## config.mk

```make
export PLATFORM = sky130hd
export DESIGN_NAME = eg_top
export DESIGN_NICKNAME = d
export VERILOG_FILES = /design/src/design/eg_pkg.sv /design/src/design/eg_top.sv /design/src/design/level_fifo.sv /design/src/design/envelope_core.sv /design/src/design/ksl_rom.sv /design/src/design/rate_counter.sv /design/src/design/slot_timer.sv /design/src/design/reg_host_if.sv
export SDC_FILE = /design/constraint.sdc
export NUM_CORES = 1
export LEC_CHECK = 0
export BUFFER_PORTS_ARGS = -buffer_cell sky130_fd_sc_hd__buf_2
export CORE_MARGIN = 4
export CORE_UTILIZATION = 55
export CTS_CLUSTER_DIAMETER = 200
export DETAILED_ROUTE_END_ITERATION = 6
export PLACE_DENSITY = 0.77
export SYNTH_ARGS = -nofsm -noshare
export SYNTH_HDL_FRONTEND = slang
export SYNTH_HIERARCHICAL = 1
export SYNTH_SLANG_ARGS = --single-unit
```

## constraint.sdc

```tcl
create_clock -name clk -period 14.2 [get_ports clk]
set_clock_uncertainty 0.15 [all_clocks]
set_input_delay 2.84 -clock clk [delete_from_list [all_inputs] [get_ports clk]]
set_output_delay 2.84 -clock clk [all_outputs]
set_load 0.02 [all_outputs]
```

## src/design/eg_pkg.sv

```systemverilog
package eg_pkg;

    localparam int NUM_SLOTS = 8;                      // operator slots per frame
    localparam int SLOT_W    = 3;                      // slot index width
    localparam int ENV_W     = 9;                      // envelope / attenuation width
    localparam logic [ENV_W-1:0] SILENCE = 9'd511;     // max attenuation

    // one-hot so a stuck or corrupted phase is easy to spot
    typedef enum logic [3:0] {
        ATTACK  = 4'b0001,
        DECAY   = 4'b0010,
        SUSTAIN = 4'b0100,
        RELEASE = 4'b1000
    } eg_phase_e;

    typedef enum logic [2:0] {
        REG_RATES  = 3'd0,                             // ar / dr
        REG_LEVELS = 3'd1,                             // sl / rr
        REG_SCALE  = 3'd2,                             // ksl / tl
        REG_PITCH  = 3'd3,                             // fnum high / block / ksr
        REG_FLAGS  = 3'd4,                             // egt / am / dam
        REG_KEY    = 3'd5                              // key on / off event
    } reg_addr_t;

    typedef struct packed {
        logic [3:0] hi;
        logic [3:0] lo;
    } nib_pair_t;

    typedef struct packed {
        logic [1:0] ksl;
        logic [5:0] tl;
    } ksl_tl_t;

    // data byte, split by the address group
    typedef union packed {
        nib_pair_t nib;
        ksl_tl_t   kt;
    } reg_byte_u;

    typedef struct packed {
        reg_addr_t         addr;
        logic [SLOT_W-1:0] slot;
        reg_byte_u         data;
    } host_wr_t;                                       // 14 bits

    typedef struct packed {
        logic [3:0] ar;
        logic [3:0] dr;
        logic [3:0] sl;
        logic [3:0] rr;
        logic [1:0] ksl;
        logic [5:0] tl;
        logic [2:0] fnum_hi;
        logic [2:0] block;
        logic       ksr;
        logic       egt;                               // 1 = hold in sustain
        logic       am;
        logic       dam;
    } op_regs_t;

    typedef struct packed {
        logic [SLOT_W-1:0] slot;
        eg_phase_e         phase;
        logic [ENV_W-1:0]  atten;
    } eg_result_t;                                     // 16 bits

endpackage
```

## src/design/eg_top.sv

```systemverilog
module eg_top #(
    parameter int NUM_SLOTS = eg_pkg::NUM_SLOTS
) (
    input  logic               clk,
    input  logic               rst_n,
    input  eg_pkg::host_wr_t   wr,
    input  logic               wr_req,
    output logic               wr_ack,
    output eg_pkg::eg_result_t res,
    output logic               res_req,
    input  logic               res_ack
);

    logic [eg_pkg::SLOT_W-1:0] slot;
    logic                      slot_valid;
    eg_pkg::op_regs_t          regs;
    logic                      key_on;
    logic                      key_off;
    logic                      key_take;
    logic [3:0]                rate;
    logic [2:0]                block;
    logic                      ksr;
    logic [3:0]                step;
    logic [7:0]                ksl_add;
    logic                      push;
    eg_pkg::eg_result_t        core_res;
    logic                      fifo_empty;
    wire                       frame_start = slot_valid && (slot == '0);   // slot 0 issue

    reg_host_if #(.NUM_SLOTS(NUM_SLOTS)) u_reg_host_if (
        .clk(clk), .rst_n(rst_n), .wr(wr), .wr_req(wr_req), .wr_ack(wr_ack),
        .slot(slot), .regs(regs), .key_on(key_on), .key_off(key_off),
        .key_take(key_take)
    );

    slot_timer #(.NUM_SLOTS(NUM_SLOTS)) u_slot_timer (
        .clk(clk), .rst_n(rst_n), .fifo_empty(fifo_empty),
        .slot(slot), .slot_valid(slot_valid)
    );

    rate_counter u_rate_counter (
        .clk(clk), .rst_n(rst_n), .frame_start(frame_start),
        .rate(rate), .block(block), .ksr(ksr), .step(step)
    );

    ksl_rom u_ksl_rom (                                // looked up at issue time
        .fnum_hi(regs.fnum_hi), .block(regs.block), .ksl(regs.ksl), .ksl_add(ksl_add)
    );

    envelope_core #(.NUM_SLOTS(NUM_SLOTS)) u_envelope_core (
        .clk(clk), .rst_n(rst_n), .slot(slot), .slot_valid(slot_valid), .regs(regs),
        .key_on(key_on), .key_off(key_off), .key_take(key_take), .rate(rate),
        .block(block), .ksr(ksr), .step(step), .ksl_add(ksl_add),
        .push(push), .res(core_res)
    );

    level_fifo #(.NUM_SLOTS(NUM_SLOTS)) u_level_fifo (
        .clk(clk), .rst_n(rst_n), .push(push), .din(core_res), .fifo_empty(fifo_empty),
        .res(res), .res_req(res_req), .res_ack(res_ack)
    );

endmodule

```

## src/design/level_fifo.sv

```systemverilog
module level_fifo #(
    parameter int NUM_SLOTS = eg_pkg::NUM_SLOTS
) (
    input  logic               clk,
    input  logic               rst_n,
    input  logic               push,
    input  eg_pkg::eg_result_t din,
    output logic               fifo_empty,
    output eg_pkg::eg_result_t res,
    output logic               res_req,
    input  logic               res_ack
);

    localparam int AW = $clog2(NUM_SLOTS);
    localparam int CW = $clog2(NUM_SLOTS + 1);

    eg_pkg::eg_result_t mem [NUM_SLOTS];
    logic [AW-1:0]      wr_ptr;
    logic [AW-1:0]      rd_ptr;
    logic [CW-1:0]      count;
    logic               wait_drop;                     // ack high, waiting for its fall
    logic               pop;

    assign pop        = !res_req && !wait_drop && (count != '0);   // head to port
    assign fifo_empty = (count == '0);

    always_ff @(posedge clk) begin
        if (push) begin
            mem[wr_ptr] <= din;
        end
        if (pop) begin
            res <= mem[rd_ptr];                        // one cycle after head
        end
    end

    always_ff @(posedge clk) begin
        if (!rst_n) begin
            wr_ptr    <= '0;
            rd_ptr    <= '0;
            count     <= '0;
            res_req   <= 1'b0;
            wait_drop <= 1'b0;
        end else begin
            if (push) begin
                wr_ptr <= (wr_ptr == AW'(NUM_SLOTS - 1)) ? '0 : wr_ptr + 1'b1;
            end
            if (pop) begin
                rd_ptr <= (rd_ptr == AW'(NUM_SLOTS - 1)) ? '0 : rd_ptr + 1'b1;
            end
            count <= count + CW'(push) - CW'(pop);

            if (pop) begin
                res_req <= 1'b1;
            end else if (res_req && res_ack) begin
                res_req   <= 1'b0;
                wait_drop <= 1'b1;
            end else if (wait_drop && !res_ack) begin
                wait_drop <= 1'b0;                     // handover done
            end
        end
    end

    a_no_overflow: assert property (@(posedge clk) disable iff (!rst_n)
        push |-> int'(count) < NUM_SLOTS);

endmodule

```

## src/design/envelope_core.sv

```systemverilog
module envelope_core #(
    parameter int NUM_SLOTS = eg_pkg::NUM_SLOTS
) (
    input  logic                      clk,
    input  logic                      rst_n,
    input  logic [eg_pkg::SLOT_W-1:0] slot,
    input  logic                      slot_valid,
    input  eg_pkg::op_regs_t          regs,
    input  logic                      key_on,
    input  logic                      key_off,
    output logic                      key_take,
    output logic [3:0]                rate,
    output logic [2:0]                block,
    output logic                      ksr,
    input  logic [3:0]                step,
    input  logic [7:0]                ksl_add,
    output logic                      push,
    output eg_pkg::eg_result_t        res
);

    localparam int ENV_W = eg_pkg::ENV_W;

    eg_pkg::eg_phase_e phase_mem [NUM_SLOTS];
    logic [ENV_W-1:0]  env_mem   [NUM_SLOTS];

    logic                      s1_valid;
    logic [eg_pkg::SLOT_W-1:0] s1_slot;
    eg_pkg::eg_phase_e         s1_phase;
    logic [ENV_W-1:0]          s1_env;
    eg_pkg::op_regs_t          s1_regs;
    logic [7:0]                s1_ksl;
    eg_pkg::eg_phase_e         next_phase;

    logic                      s2_valid;
    logic [eg_pkg::SLOT_W-1:0] s2_slot;
    eg_pkg::eg_phase_e         s2_phase;
    logic [ENV_W-1:0]          s2_env;
    eg_pkg::op_regs_t          s2_regs;
    logic [7:0]                s2_ksl;
    logic [3:0]                s2_step;
    logic [12:0]               att_prod;               // env * step
    logic [ENV_W:0]            att_dec;
    logic [ENV_W:0]            rel_sum;
    logic [ENV_W-1:0]          env_next;

    logic                      s3_valid;
    logic [eg_pkg::SLOT_W-1:0] s3_slot;
    eg_pkg::eg_phase_e         s3_phase;
    logic [ENV_W-1:0]          s3_env;
    eg_pkg::op_regs_t          s3_regs;
    logic [7:0]                s3_ksl;
    logic [3:0]                am_add;
    logic [10:0]               level_sum;              // wide enough for every offset

    assign key_take = slot_valid && (key_on || key_off);   // event leaves the reg file

    always_ff @(posedge clk) begin
        if (!rst_n) begin
            s1_valid <= 1'b0;
            s2_valid <= 1'b0;
            s3_valid <= 1'b0;
            push     <= 1'b0;
        end else begin
            s1_valid <= slot_valid;
            s2_valid <= s1_valid;
            s3_valid <= s2_valid;
            push     <= s3_valid;                      // 4 cycles after issue
        end
    end

    // stage 1: memory read, key event applied
    always_ff @(posedge clk) begin
        s1_slot  <= slot;
        s1_env   <= env_mem[slot];
        s1_regs  <= regs;
        s1_ksl   <= ksl_add;
        if (key_on) begin
            s1_phase <= eg_pkg::ATTACK;                // key on wins
        end else if (key_off) begin
            s1_phase <= eg_pkg::RELEASE;
        end else begin
            s1_phase <= phase_mem[slot];
        end
    end

    // stage 2: phase transition and rate request
    always_comb begin
        next_phase = s1_phase;
        case (s1_phase)
            eg_pkg::ATTACK:  if (s1_env == '0) next_phase = eg_pkg::DECAY;
            eg_pkg::DECAY:   if ((s1_env >> 4) >= s1_regs.sl) next_phase = eg_pkg::SUSTAIN;
            eg_pkg::SUSTAIN: if (!s1_regs.egt) next_phase = eg_pkg::RELEASE;
            default: ;
        endcase
        case (next_phase)
            eg_pkg::ATTACK:  rate = s1_regs.ar;
            eg_pkg::DECAY:   rate = s1_regs.dr;
            eg_pkg::RELEASE: rate = s1_regs.rr;
            default:         rate = 4'd0;              // sustain holds
        endcase
    end

    assign block = s1_regs.block;
    assign ksr   = s1_regs.ksr;

    always_ff @(posedge clk) begin
        s2_slot  <= s1_slot;
        s2_phase <= next_phase;
        s2_env   <= s1_env;
        s2_regs  <= s1_regs;
        s2_ksl   <= s1_ksl;
        s2_step  <= step;
    end

    // stage 3: envelope step
    always_comb begin
        att_prod = s2_env * s2_step;
        att_dec  = att_prod[12:3] + 10'd1;
        rel_sum  = {1'b0, s2_env} + {6'b0, s2_step};
        env_next = s2_env;
        case (s2_phase)
            eg_pkg::ATTACK: begin
                if (s2_step != '0) begin
                    env_next = (att_dec >= {1'b0, s2_env}) ? '0 : s2_env - att_dec[ENV_W-1:0];
                end
            end
            eg_pkg::DECAY, eg_pkg::RELEASE: begin
                env_next = (rel_sum > {1'b0, eg_pkg::SILENCE}) ? eg_pkg::SILENCE
                                                               : rel_sum[ENV_W-1:0];
            end
            default: ;
        endcase
    end

    always_ff @(posedge clk) begin
        if (!rst_n) begin
            for (int i = 0; i < NUM_SLOTS; i++) begin
                phase_mem[i] <= eg_pkg::RELEASE;       // silent after reset
                env_mem[i]   <= eg_pkg::SILENCE;
            end
        end else if (s2_valid) begin
            phase_mem[s2_slot] <= s2_phase;            // write back
            env_mem[s2_slot]   <= env_next;
        end
    end

    always_ff @(posedge clk) begin
        s3_slot  <= s2_slot;
        s3_phase <= s2_phase;
        s3_env   <= env_next;
        s3_regs  <= s2_regs;
        s3_ksl   <= s2_ksl;
    end

    // stage 4: level sum and clamp
    always_comb begin
        am_add = 4'd0;
        if (s3_regs.am) begin
            am_add = s3_regs.dam ? 4'd4 : 4'd13;       // fixed tremolo depth
        end
        level_sum = {2'b0, s3_env} + {3'b0, s3_regs.tl, 2'b00}
                  + {3'b0, s3_ksl} + {7'b0, am_add};
    end

    always_ff @(posedge clk) begin
        if (s3_valid) begin
            res.slot  <= s3_slot;
            res.phase <= s3_phase;
            res.atten <= (level_sum > 11'd511) ? eg_pkg::SILENCE : level_sum[ENV_W-1:0];
        end
    end

    a_phase_onehot: assert property (@(posedge clk) disable iff (!rst_n)
        slot_valid |-> $onehot(phase_mem[slot]));

endmodule

```

## src/design/ksl_rom.sv

```systemverilog
module ksl_rom (
    input  logic [2:0] fnum_hi,
    input  logic [2:0] block,
    input  logic [1:0] ksl,
    output logic [7:0] ksl_add
);

    logic [5:0] tbl;                                   // attenuation per fnum octave step
    logic [7:0] raw;
    logic [7:0] base;

    always_comb begin
        case (fnum_hi)
            3'd0:    tbl = 6'd0;
            3'd1:    tbl = 6'd32;
            3'd2:    tbl = 6'd40;
            3'd3:    tbl = 6'd45;
            3'd4:    tbl = 6'd48;
            3'd5:    tbl = 6'd51;
            3'd6:    tbl = 6'd53;
            default: tbl = 6'd56;
        endcase

        raw  = {2'b00, tbl} + {2'b00, block, 3'b000};  // table + 8 * block
        base = (raw > 8'd56) ? raw - 8'd56 : 8'd0;     // floored at 0

        case (ksl)
            2'd0:    ksl_add = 8'd0;                   // off
            2'd1:    ksl_add = base >> 1;              // half
            2'd2:    ksl_add = base >> 2;              // quarter
            default: ksl_add = base;                   // full
        endcase
    end

endmodule

```

## src/design/rate_counter.sv

```systemverilog
module rate_counter (
    input  logic       clk,
    input  logic       rst_n,
    input  logic       frame_start,
    input  logic [3:0] rate,
    input  logic [2:0] block,
    input  logic       ksr,
    output logic [3:0] step
);

    logic [13:0] frame_cnt;                            // global sample counter
    logic [6:0]  eff_raw;
    logic [5:0]  eff;                                  // effective rate 0..63
    logic [3:0]  shift;                                // log2 of the step period
    logic [13:0] mask;

    always_ff @(posedge clk) begin
        if (!rst_n) begin
            frame_cnt <= '0;
        end else if (frame_start) begin
            frame_cnt <= frame_cnt + 1'b1;
        end
    end

    always_comb begin
        eff_raw = {1'b0, rate, 2'b00} + {4'b0, (ksr ? block : block >> 1)};
        eff     = (eff_raw > 7'd63) ? 6'd63 : eff_raw[5:0];   // cap
        shift   = 4'd15 - eff[5:2];                    // slower rates get a longer period
        mask    = (14'd1 << shift) - 14'd1;

        if (rate == '0) begin
            step = 4'd0;                               // rate 0 holds
        end else if (eff >= 6'd60) begin
            step = 4'd8;                               // fastest rates step every frame
        end else if ((frame_cnt & mask) == '0) begin
            step = 4'd1;
        end else begin
            step = 4'd0;
        end
    end

endmodule

```

## src/design/slot_timer.sv

```systemverilog
module slot_timer #(
    parameter int NUM_SLOTS = eg_pkg::NUM_SLOTS
) (
    input  logic                      clk,
    input  logic                      rst_n,
    input  logic                      fifo_empty,
    output logic [eg_pkg::SLOT_W-1:0] slot,
    output logic                      slot_valid
);

    localparam int PIPE_LAT = 4;                       // issue to push in the core

    logic [eg_pkg::SLOT_W-1:0] cnt;
    logic                      running;
    logic [2:0]                drain;                  // cycles until last push lands

    always_ff @(posedge clk) begin
        if (!rst_n) begin
            cnt     <= '0;
            running <= 1'b0;
            drain   <= '0;
        end else if (running) begin
            if (cnt == eg_pkg::SLOT_W'(NUM_SLOTS - 1)) begin
                running <= 1'b0;                       // frame issued
                cnt     <= '0;
                drain   <= 3'(PIPE_LAT);
            end else begin
                cnt <= cnt + 1'b1;
            end
        end else if (drain != '0) begin
            drain <= drain - 1'b1;                     // let the pipe empty out
        end else if (fifo_empty) begin
            running <= 1'b1;                           // room for a whole frame
        end
    end

    assign slot       = cnt;
    assign slot_valid = running;

    a_slot_range: assert property (@(posedge clk) disable iff (!rst_n)
        slot_valid |-> int'(slot) < NUM_SLOTS);

endmodule

```

## src/design/reg_host_if.sv

```systemverilog
module reg_host_if #(
    parameter int NUM_SLOTS = eg_pkg::NUM_SLOTS
) (
    input  logic                      clk,
    input  logic                      rst_n,
    input  eg_pkg::host_wr_t          wr,
    input  logic                      wr_req,
    output logic                      wr_ack,
    input  logic [eg_pkg::SLOT_W-1:0] slot,
    output eg_pkg::op_regs_t          regs,
    output logic                      key_on,
    output logic                      key_off,
    input  logic                      key_take
);

    eg_pkg::op_regs_t     regs_mem [NUM_SLOTS];        // per-slot register file
    logic [NUM_SLOTS-1:0] kon_q;                       // pending key on
    logic [NUM_SLOTS-1:0] koff_q;                      // pending key off
    logic                 wr_take;

    assign wr_take = wr_req && !wr_ack;                // new request, not yet acked

    // four-phase ack: rise on req, fall once req is gone
    always_ff @(posedge clk) begin
        if (!rst_n) begin
            wr_ack <= 1'b0;
        end else if (wr_take) begin
            wr_ack <= 1'b1;
        end else if (!wr_req && wr_ack) begin
            wr_ack <= 1'b0;
        end
    end

    always_ff @(posedge clk) begin
        if (!rst_n) begin
            for (int i = 0; i < NUM_SLOTS; i++) begin
                regs_mem[i] <= '0;
            end
            kon_q  <= '0;
            koff_q <= '0;
        end else begin
            if (key_take) begin                        // core consumed the event
                kon_q[slot]  <= 1'b0;
                koff_q[slot] <= 1'b0;
            end
            if (wr_take) begin                         // a new write beats the clear
                case (wr.addr)
                    eg_pkg::REG_RATES: begin
                        regs_mem[wr.slot].ar <= wr.data.nib.hi;
                        regs_mem[wr.slot].dr <= wr.data.nib.lo;
                    end
                    eg_pkg::REG_LEVELS: begin
                        regs_mem[wr.slot].sl <= wr.data.nib.hi;
                        regs_mem[wr.slot].rr <= wr.data.nib.lo;
                    end
                    eg_pkg::REG_SCALE: begin           // other view of the byte
                        regs_mem[wr.slot].ksl <= wr.data.kt.ksl;
                        regs_mem[wr.slot].tl  <= wr.data.kt.tl;
                    end
                    eg_pkg::REG_PITCH: begin
                        regs_mem[wr.slot].fnum_hi <= wr.data.nib.hi[2:0];
                        regs_mem[wr.slot].block   <= wr.data.nib.lo[2:0];
                        regs_mem[wr.slot].ksr     <= wr.data.nib.lo[3];
                    end
                    eg_pkg::REG_FLAGS: begin
                        regs_mem[wr.slot].egt <= wr.data.nib.lo[0];
                        regs_mem[wr.slot].am  <= wr.data.nib.lo[1];
                        regs_mem[wr.slot].dam <= wr.data.nib.lo[2];
                    end
                    eg_pkg::REG_KEY: begin
                        if (wr.data.nib.lo[0]) begin
                            kon_q[wr.slot] <= 1'b1;
                        end else begin
                            koff_q[wr.slot] <= 1'b1;
                        end
                    end
                    default: ;                         // unused group codes
                endcase
            end
        end
    end

    assign regs    = regs_mem[slot];                   // current slot view
    assign key_on  = kon_q[slot];
    assign key_off = koff_q[slot];

    a_wr_stable: assert property (@(posedge clk) disable iff (!rst_n)
        wr_req && !wr_ack |=> !wr_req || $stable(wr));

endmodule

```

**Yosys cells after proc, flatten, opt, wreduce, memory -nomap -nowiden**

Memory sizes are Yosys's and may differ from the RTL's. A register that Yosys moved wholly into a read port is not among the register bits.
Cells that the tools add are included.

- Register bits: 182
- RAM bits: 504
- Input port bits: 18
- Output and inout port bits: 18
- Word-level logic and storage cells: 248
- Memories: 4

Memory list:

| memory | words | bits a word | rd ports | clocked after Yosys merged registers in | wr ports | line | text |
|---|---|---|---|---|---|---|---|
| u_reg_host_if.regs_mem | 8 | 34 | 1 | 1 | 8 | reg_host_if.sv:16 | `eg_pkg::op_regs_t regs_mem [NUM_SLOTS];` |
| u_level_fifo.mem | 8 | 16 | 1 | 1 | 1 | level_fifo.sv:17 | `eg_pkg::eg_result_t mem [NUM_SLOTS];` |
| u_envelope_core.env_mem | 8 | 9 | 1 | 1 | 8 | envelope_core.sv:24 | `logic [ENV_W-1:0] env_mem [NUM_SLOTS];` |
| u_envelope_core.phase_mem | 8 | 4 | 1 | 1 | 8 | envelope_core.sv:23 | `eg_pkg::eg_phase_e phase_mem [NUM_SLOTS];` |

- Add/subtract/negate cells: 18
- Multiply operators: 1
- $lt $le $gt $ge: 11
- Equality and inequality tests: 26
- Shifts and indexed selects: 1
- Muxes and demuxes: 92
- Bitwise gates (word level): 7
- Reduce and logical (&&, ||, !) cells: 39

Operator list:

| operator | count |
|---|---|
| 2-to-1 mux 8 bit | 11 |
| 2-to-1 mux 1 bit | 43 |
| 2-to-1 mux 3 bit | 14 |
| one-hot mux 6 bit (7 select lines) | 1 |
| 2-to-1 mux 9 bit | 4 |
| 2-to-1 mux 34 bit | 1 |
| OR reduction 34 bit | 1 |
| 2-to-1 mux 4 bit | 8 |
| equality test 3 bit, second input constant | 8 |
| one-hot mux 4 bit (3 select lines) | 2 |
| one-hot mux 8 bit (3 select lines) | 1 |
| one-hot mux 9 bit (2 select lines) | 1 |
| bitwise AND 8 bit | 2 |
| OR 8 bit | 2 |
| adder 14 x 1 -> 14 bit, second input constant | 1 |
| bitwise AND 14 bit | 1 |
| logical NOT 14 bit | 1 |
| << shifter 1 x 4 -> 14 bit, first input constant | 1 |
| subtractor 14 x 1 -> 14 bit, second input constant | 1 |
| multiplier 9 x 4 -> 13 bit | 1 |
| equality test 3 x 2 -> 1 bit, second input constant | 4 |
| equality test 4 x 1 -> 1 bit, second input constant | 3 |
| equality test 4 x 2 -> 1 bit, second input constant | 3 |
| adder 11 x 4 -> 11 bit | 1 |
| other kinds (48) | 79 |

**Longest topological paths before layout**

- Depth after elaboration: 15
- Gate-level depth with buffers: 24

**Cells and area by module**

Netlist, hierarchy kept.

Modules (own cells, without submodules):

| module | times used | cells an instance | area each (um^2) | sequential area each (um^2) |
|---|---|---|---|---|
| reg_host_if | 1 | 1119 | 13291.5 | 8508.2 |
| envelope_core | 1 | 1018 | 11622.4 | 6105.9 |
| level_fifo | 1 | 277 | 6085.8 | 4564.4 |
| rate_counter | 1 | 165 | 1296.2 | 280.3 |
| ksl_rom | 1 | 60 | 440.4 | 0.0 |
| slot_timer | 1 | 42 | 396.6 | 140.1 |
| eg_top | 1 | 1 | 15.0 | 0.0 |

**Least setup slack after synthesis**

OpenSTA, ideal clock, no wires.

- Kind: reg2reg
- Start: register u_envelope_core.s2_env[1]
- End: memory u_envelope_core.env_mem[0][3] (data pin)
- Library setup time: 0.134 ns
- Data arrival time: 5.255 ns
- Required time: 13.916 ns
- Path slack: 8.661 ns
- Cell stages (with the launch flop): 22
- Path buffers: 1
- Period minus slack after synthesis: 5.539 ns
- Cells stage by stage: dfxtp_1 > nand2_1 > fa_1 > inv_1 > fa_1 > inv_1 > fa_1 > nor2b_1 > o22ai_1 > xnor2_1 > o2111a_1 > nand4_2 > xnor2_1 > ha_1 > a2111oi_0 > o21ai_0 > a311oi_2 > buf_4 > nand4_1 > a2bb2oi_1 > nor3_2 > nand2_1

RTL lines:

| what | line | text |
|---|---|---|
| start: declaration | envelope_core.sv:37 | `logic [ENV_W-1:0] s2_env;` |
| start signal: assignment | envelope_core.sv:109 | `s2_env <= s1_env;` |
| end: declaration | envelope_core.sv:24 |  |

==> run_results.csv <==
group,metric,value,unit
status,status,"completed",
layout,nNetsFinal,2783,
layout,drive_gt1_share,12.5,%
floorplanning,io-pin-count,36,
critical_path,critical_path.startpoint,"u_envelope_core/s2_step[1]$_DFF_P_",
clock_network,cts_setup_buffers,0,
sta,rsz0062_at_grt,"false",
placement,gp_congestion,0.911,
synthesis,ys_warn_count,6,
sta,setup_tns,0,ns
route,viasPerCell,6.26,
layout,antenna_cells,0,
hold_path,hp-start,"u_envelope_core/s2_regs[14]$_DFF_P_",
critical_path,path_max_fanout,18,
sta,max_slew.worst_pin.slew,1.27,ns
critical_path,cp.arrival,6.71,ns
placement,port_buffers,35,
route,dr.pass1.iters,6,
clock_network,ctsResizeCount,0,
critical_path,setup.worst_path.class,"reg -> reg",
grt,grt.overflow.total,0,
clock_network,clock_sinks,709,
hold_path,hold_class,"reg -> reg",
pwr,pwr-share-seq,39.5,%
sta,finalHoldViolCount,0,
pwr,clockPowerShare,30.5,%
pwr,switching_power,0.00211,W
grt,grt_usage,25.1,%
synthesis,syn_inst,2678,
critical_path,worst_ep_required_time,14.53,ns
sta,layout_min_cycle_time,6.38,ns
clock_network,cts_hold_buf,0,
synthesis,netlist_area,33100,µm²
clock_network,root_buffer,"clkbuf_16",
sta,period_share,44.9,%
pwr,leakage,12.4,nW
floorplanning,dieArea,64200,µm²
route,antenna_left,0,
sta,final-setup-viol-count,0,
sta,fmax,0.157,GHz
route,avgRoutedWirePerCell,23.2,µm
clock_network,clock_path_buffers,3,
sta,maxSlewViolCount,0,
pwr,powerDensity,177,nW/µm²
pwr,combPwrFrac,30.0,%
pwr,internal-power,0.00429,W
critical_path,endpoint_kind,"flip-flop",
critical_path,worst_setup_path_start_kind,"flip-flop",
synthesis,avgSynthCellArea,12.4,µm²
floorplanning,die_y,253,µm
clock_network,clk_latency,0.61,ns
grt,antenna_found_initial,0,
sta,hold-worst-slack,0.170,ns
grt,grt_pass1_vias,21700,
clock_network,cts.clk_slew.worst_paths,0.06,ns
floorplanning,initial_core_util,55.9,%
floorplanning,core.rowCount,89,
layout,syn2layout_area_growth,9.28,%
grt,grt_pass1_wl,124000,µm
pwr,switching_share,33.0,%
clock_network,numCtsBuffers,72,
route,first_iter_violations,2634,
flow_run,cap_violations,0,
floorplanning,die_w,253,µm
route,post-route-drc-count,0,
sta,relSlewSlack,15.1,%
route,num_vias,21900,
clock_network,cts_tree,"done",
placement,dp_hpwl,54000,µm
critical_path,r2r_start,"u_envelope_core/s2_step[1]$_DFF_P_",
route,wl,81200,µm
grt,grt_max_degree,73,
floorplanning,core,59200,µm²
pwr,peakVddDrop,0.116,mV
clock_network,htreeDepth,3,
-- state kept, by name, indices dropped and copies added, names as in the netlist, 8 cells and up --
signal                     flops
u_level_fifo/mem             128
u_envelope_core/phase_mem     32
u_envelope_core/s1_ksl         8
u_envelope_core/s3_regs        8
u_envelope_core/s3_ksl         8
u_envelope_core/s1_env         9
u_envelope_core/env_mem       72
u_envelope_core/s3_env         9
u_envelope_core/s2_ksl         8
u_level_fifo/res              16
u_reg_host_if/regs_mem       272
u_envelope_core/res           16
u_rate_counter/frame_cnt      14
u_reg_host_if/kon_q            8
u_reg_host_if/koff_q           8
u_envelope_core/s2_regs        8
u_envelope_core/s2_env         9
u_envelope_core/s1_regs       25
-- layout by cell type, fill, tap and decap left out, types with 24 or more instances in the layout --
| master | count |
|---|---|
| nor2_1 | 392 |
| dfxtp_1 | 169 |
| ha_1 | 83 |
| buf_4 | 32 |
| o21ai_0 | 89 |
| mux4_1 | 28 |
| mux2i_1 | 57 |
| xor2_1 | 25 |
| nor3_1 | 49 |
| edfxtp_1 | 536 |
| mux4_2 | 32 |
| xnor2_1 | 32 |
| nand2_1 | 146 |
| clkbuf_16 | 72 |
| nand3_1 | 80 |
| and2_1 | 59 |
| a22oi_1 | 43 |
| and3_1 | 26 |
| inv_1 | 90 |
| mux2_2 | 84 |
| a21oi_1 | 93 |
| nor2b_1 | 57 |
| nand2b_1 | 24 |
| buf_2 | 34 |
-- path summary, 6_finish.rpt --
| path | to | slack, ns | cells after the start |
|---|---|---|---|
| max | u_envelope_core/env_mem[5][1]$_SDFFCE_PN1P_ | 7.82 | 21 |
| min | u_envelope_core/s3_regs[14]$_DFF_P_ | 0.17 | 0 |
| max reg2reg | u_envelope_core/env_mem[5][1]$_SDFFCE_PN1P_ | 7.82 | 21 |
| min reg2reg | u_envelope_core/s3_regs[14]$_DFF_P_ | 0.17 | 0 |
-- through the flow --
stage	util [%]	power [W]	worst slack [ns]	instances	cell area, µm²
2_1_floorplan	-	0.00399	8.66	2679	33100
3_3_place_gp	56.9	0.00437	8.16	3358	33700
3_5_place_dp	56.9	0.00445	7.92	3358	33700
4_1_cts	61.0	0.00640	8.01	3492	36200
5_1_grt	61.0	0.00670	7.55	3492	36200
6_report	61.0	0.00640	7.82	3492	36200
-- power groups by stage --
stage	clock network, W	registers [W]	logic [W]
after CTS	0.00198	0.00253	0.00190
after detailed placement	0	0.00257	0.00188
final	0.00195	0.00253	0.00192
after global routing	0.00207	0.00254	0.00209
after global placement	0	0.00256	0.00181
after floorplan	0	0.00252	0.00147
-- critical path, stage by stage (launching register included) --
cell	delay, ns
dfxtp_1	0.56
nand2_1	0.13
fa_1	0.50
inv_1	0.06
fa_1	0.57
inv_1	0.08
fa_1	0.45
nor2b_1	0.19
o22ai_1	0.13
xnor2_1	0.31
o2111a_1	0.31
nand4_2	0.35
xnor2_1	0.28
ha_1	0.23
a2111oi_0	0.40
o21ai_0	0.18
a311oi_2	0.28
buf_4	0.32
nand4_1	0.14
a211oi_1	0.33
nor3_2	0.16
nand2_1	0.10
-- cell type report --
type | count | area (µm²)
fill | 4373 | 23100
sequential | 709 | 19600
multi-input combinational | 1719 | 12400
clock buffer | 99 | 2000
tap | 773 | 967
clock inverter | 35 | 464
timing repair buffer | 66 | 410
inverter | 91 | 342
-- per-layer routing --
metal | up-vias | track usage [%] | share of wire (%)
met5 | - | 0 | 0
met4 | 0 | 10.6 | 4.6
met3 | 231 | 5.32 | 11
met2 | 1269 | 41.2 | 48
met1 | 10600 | 32.7 | 37
li1 | 9748 | - | -
(Power assumes the default switching activity.)
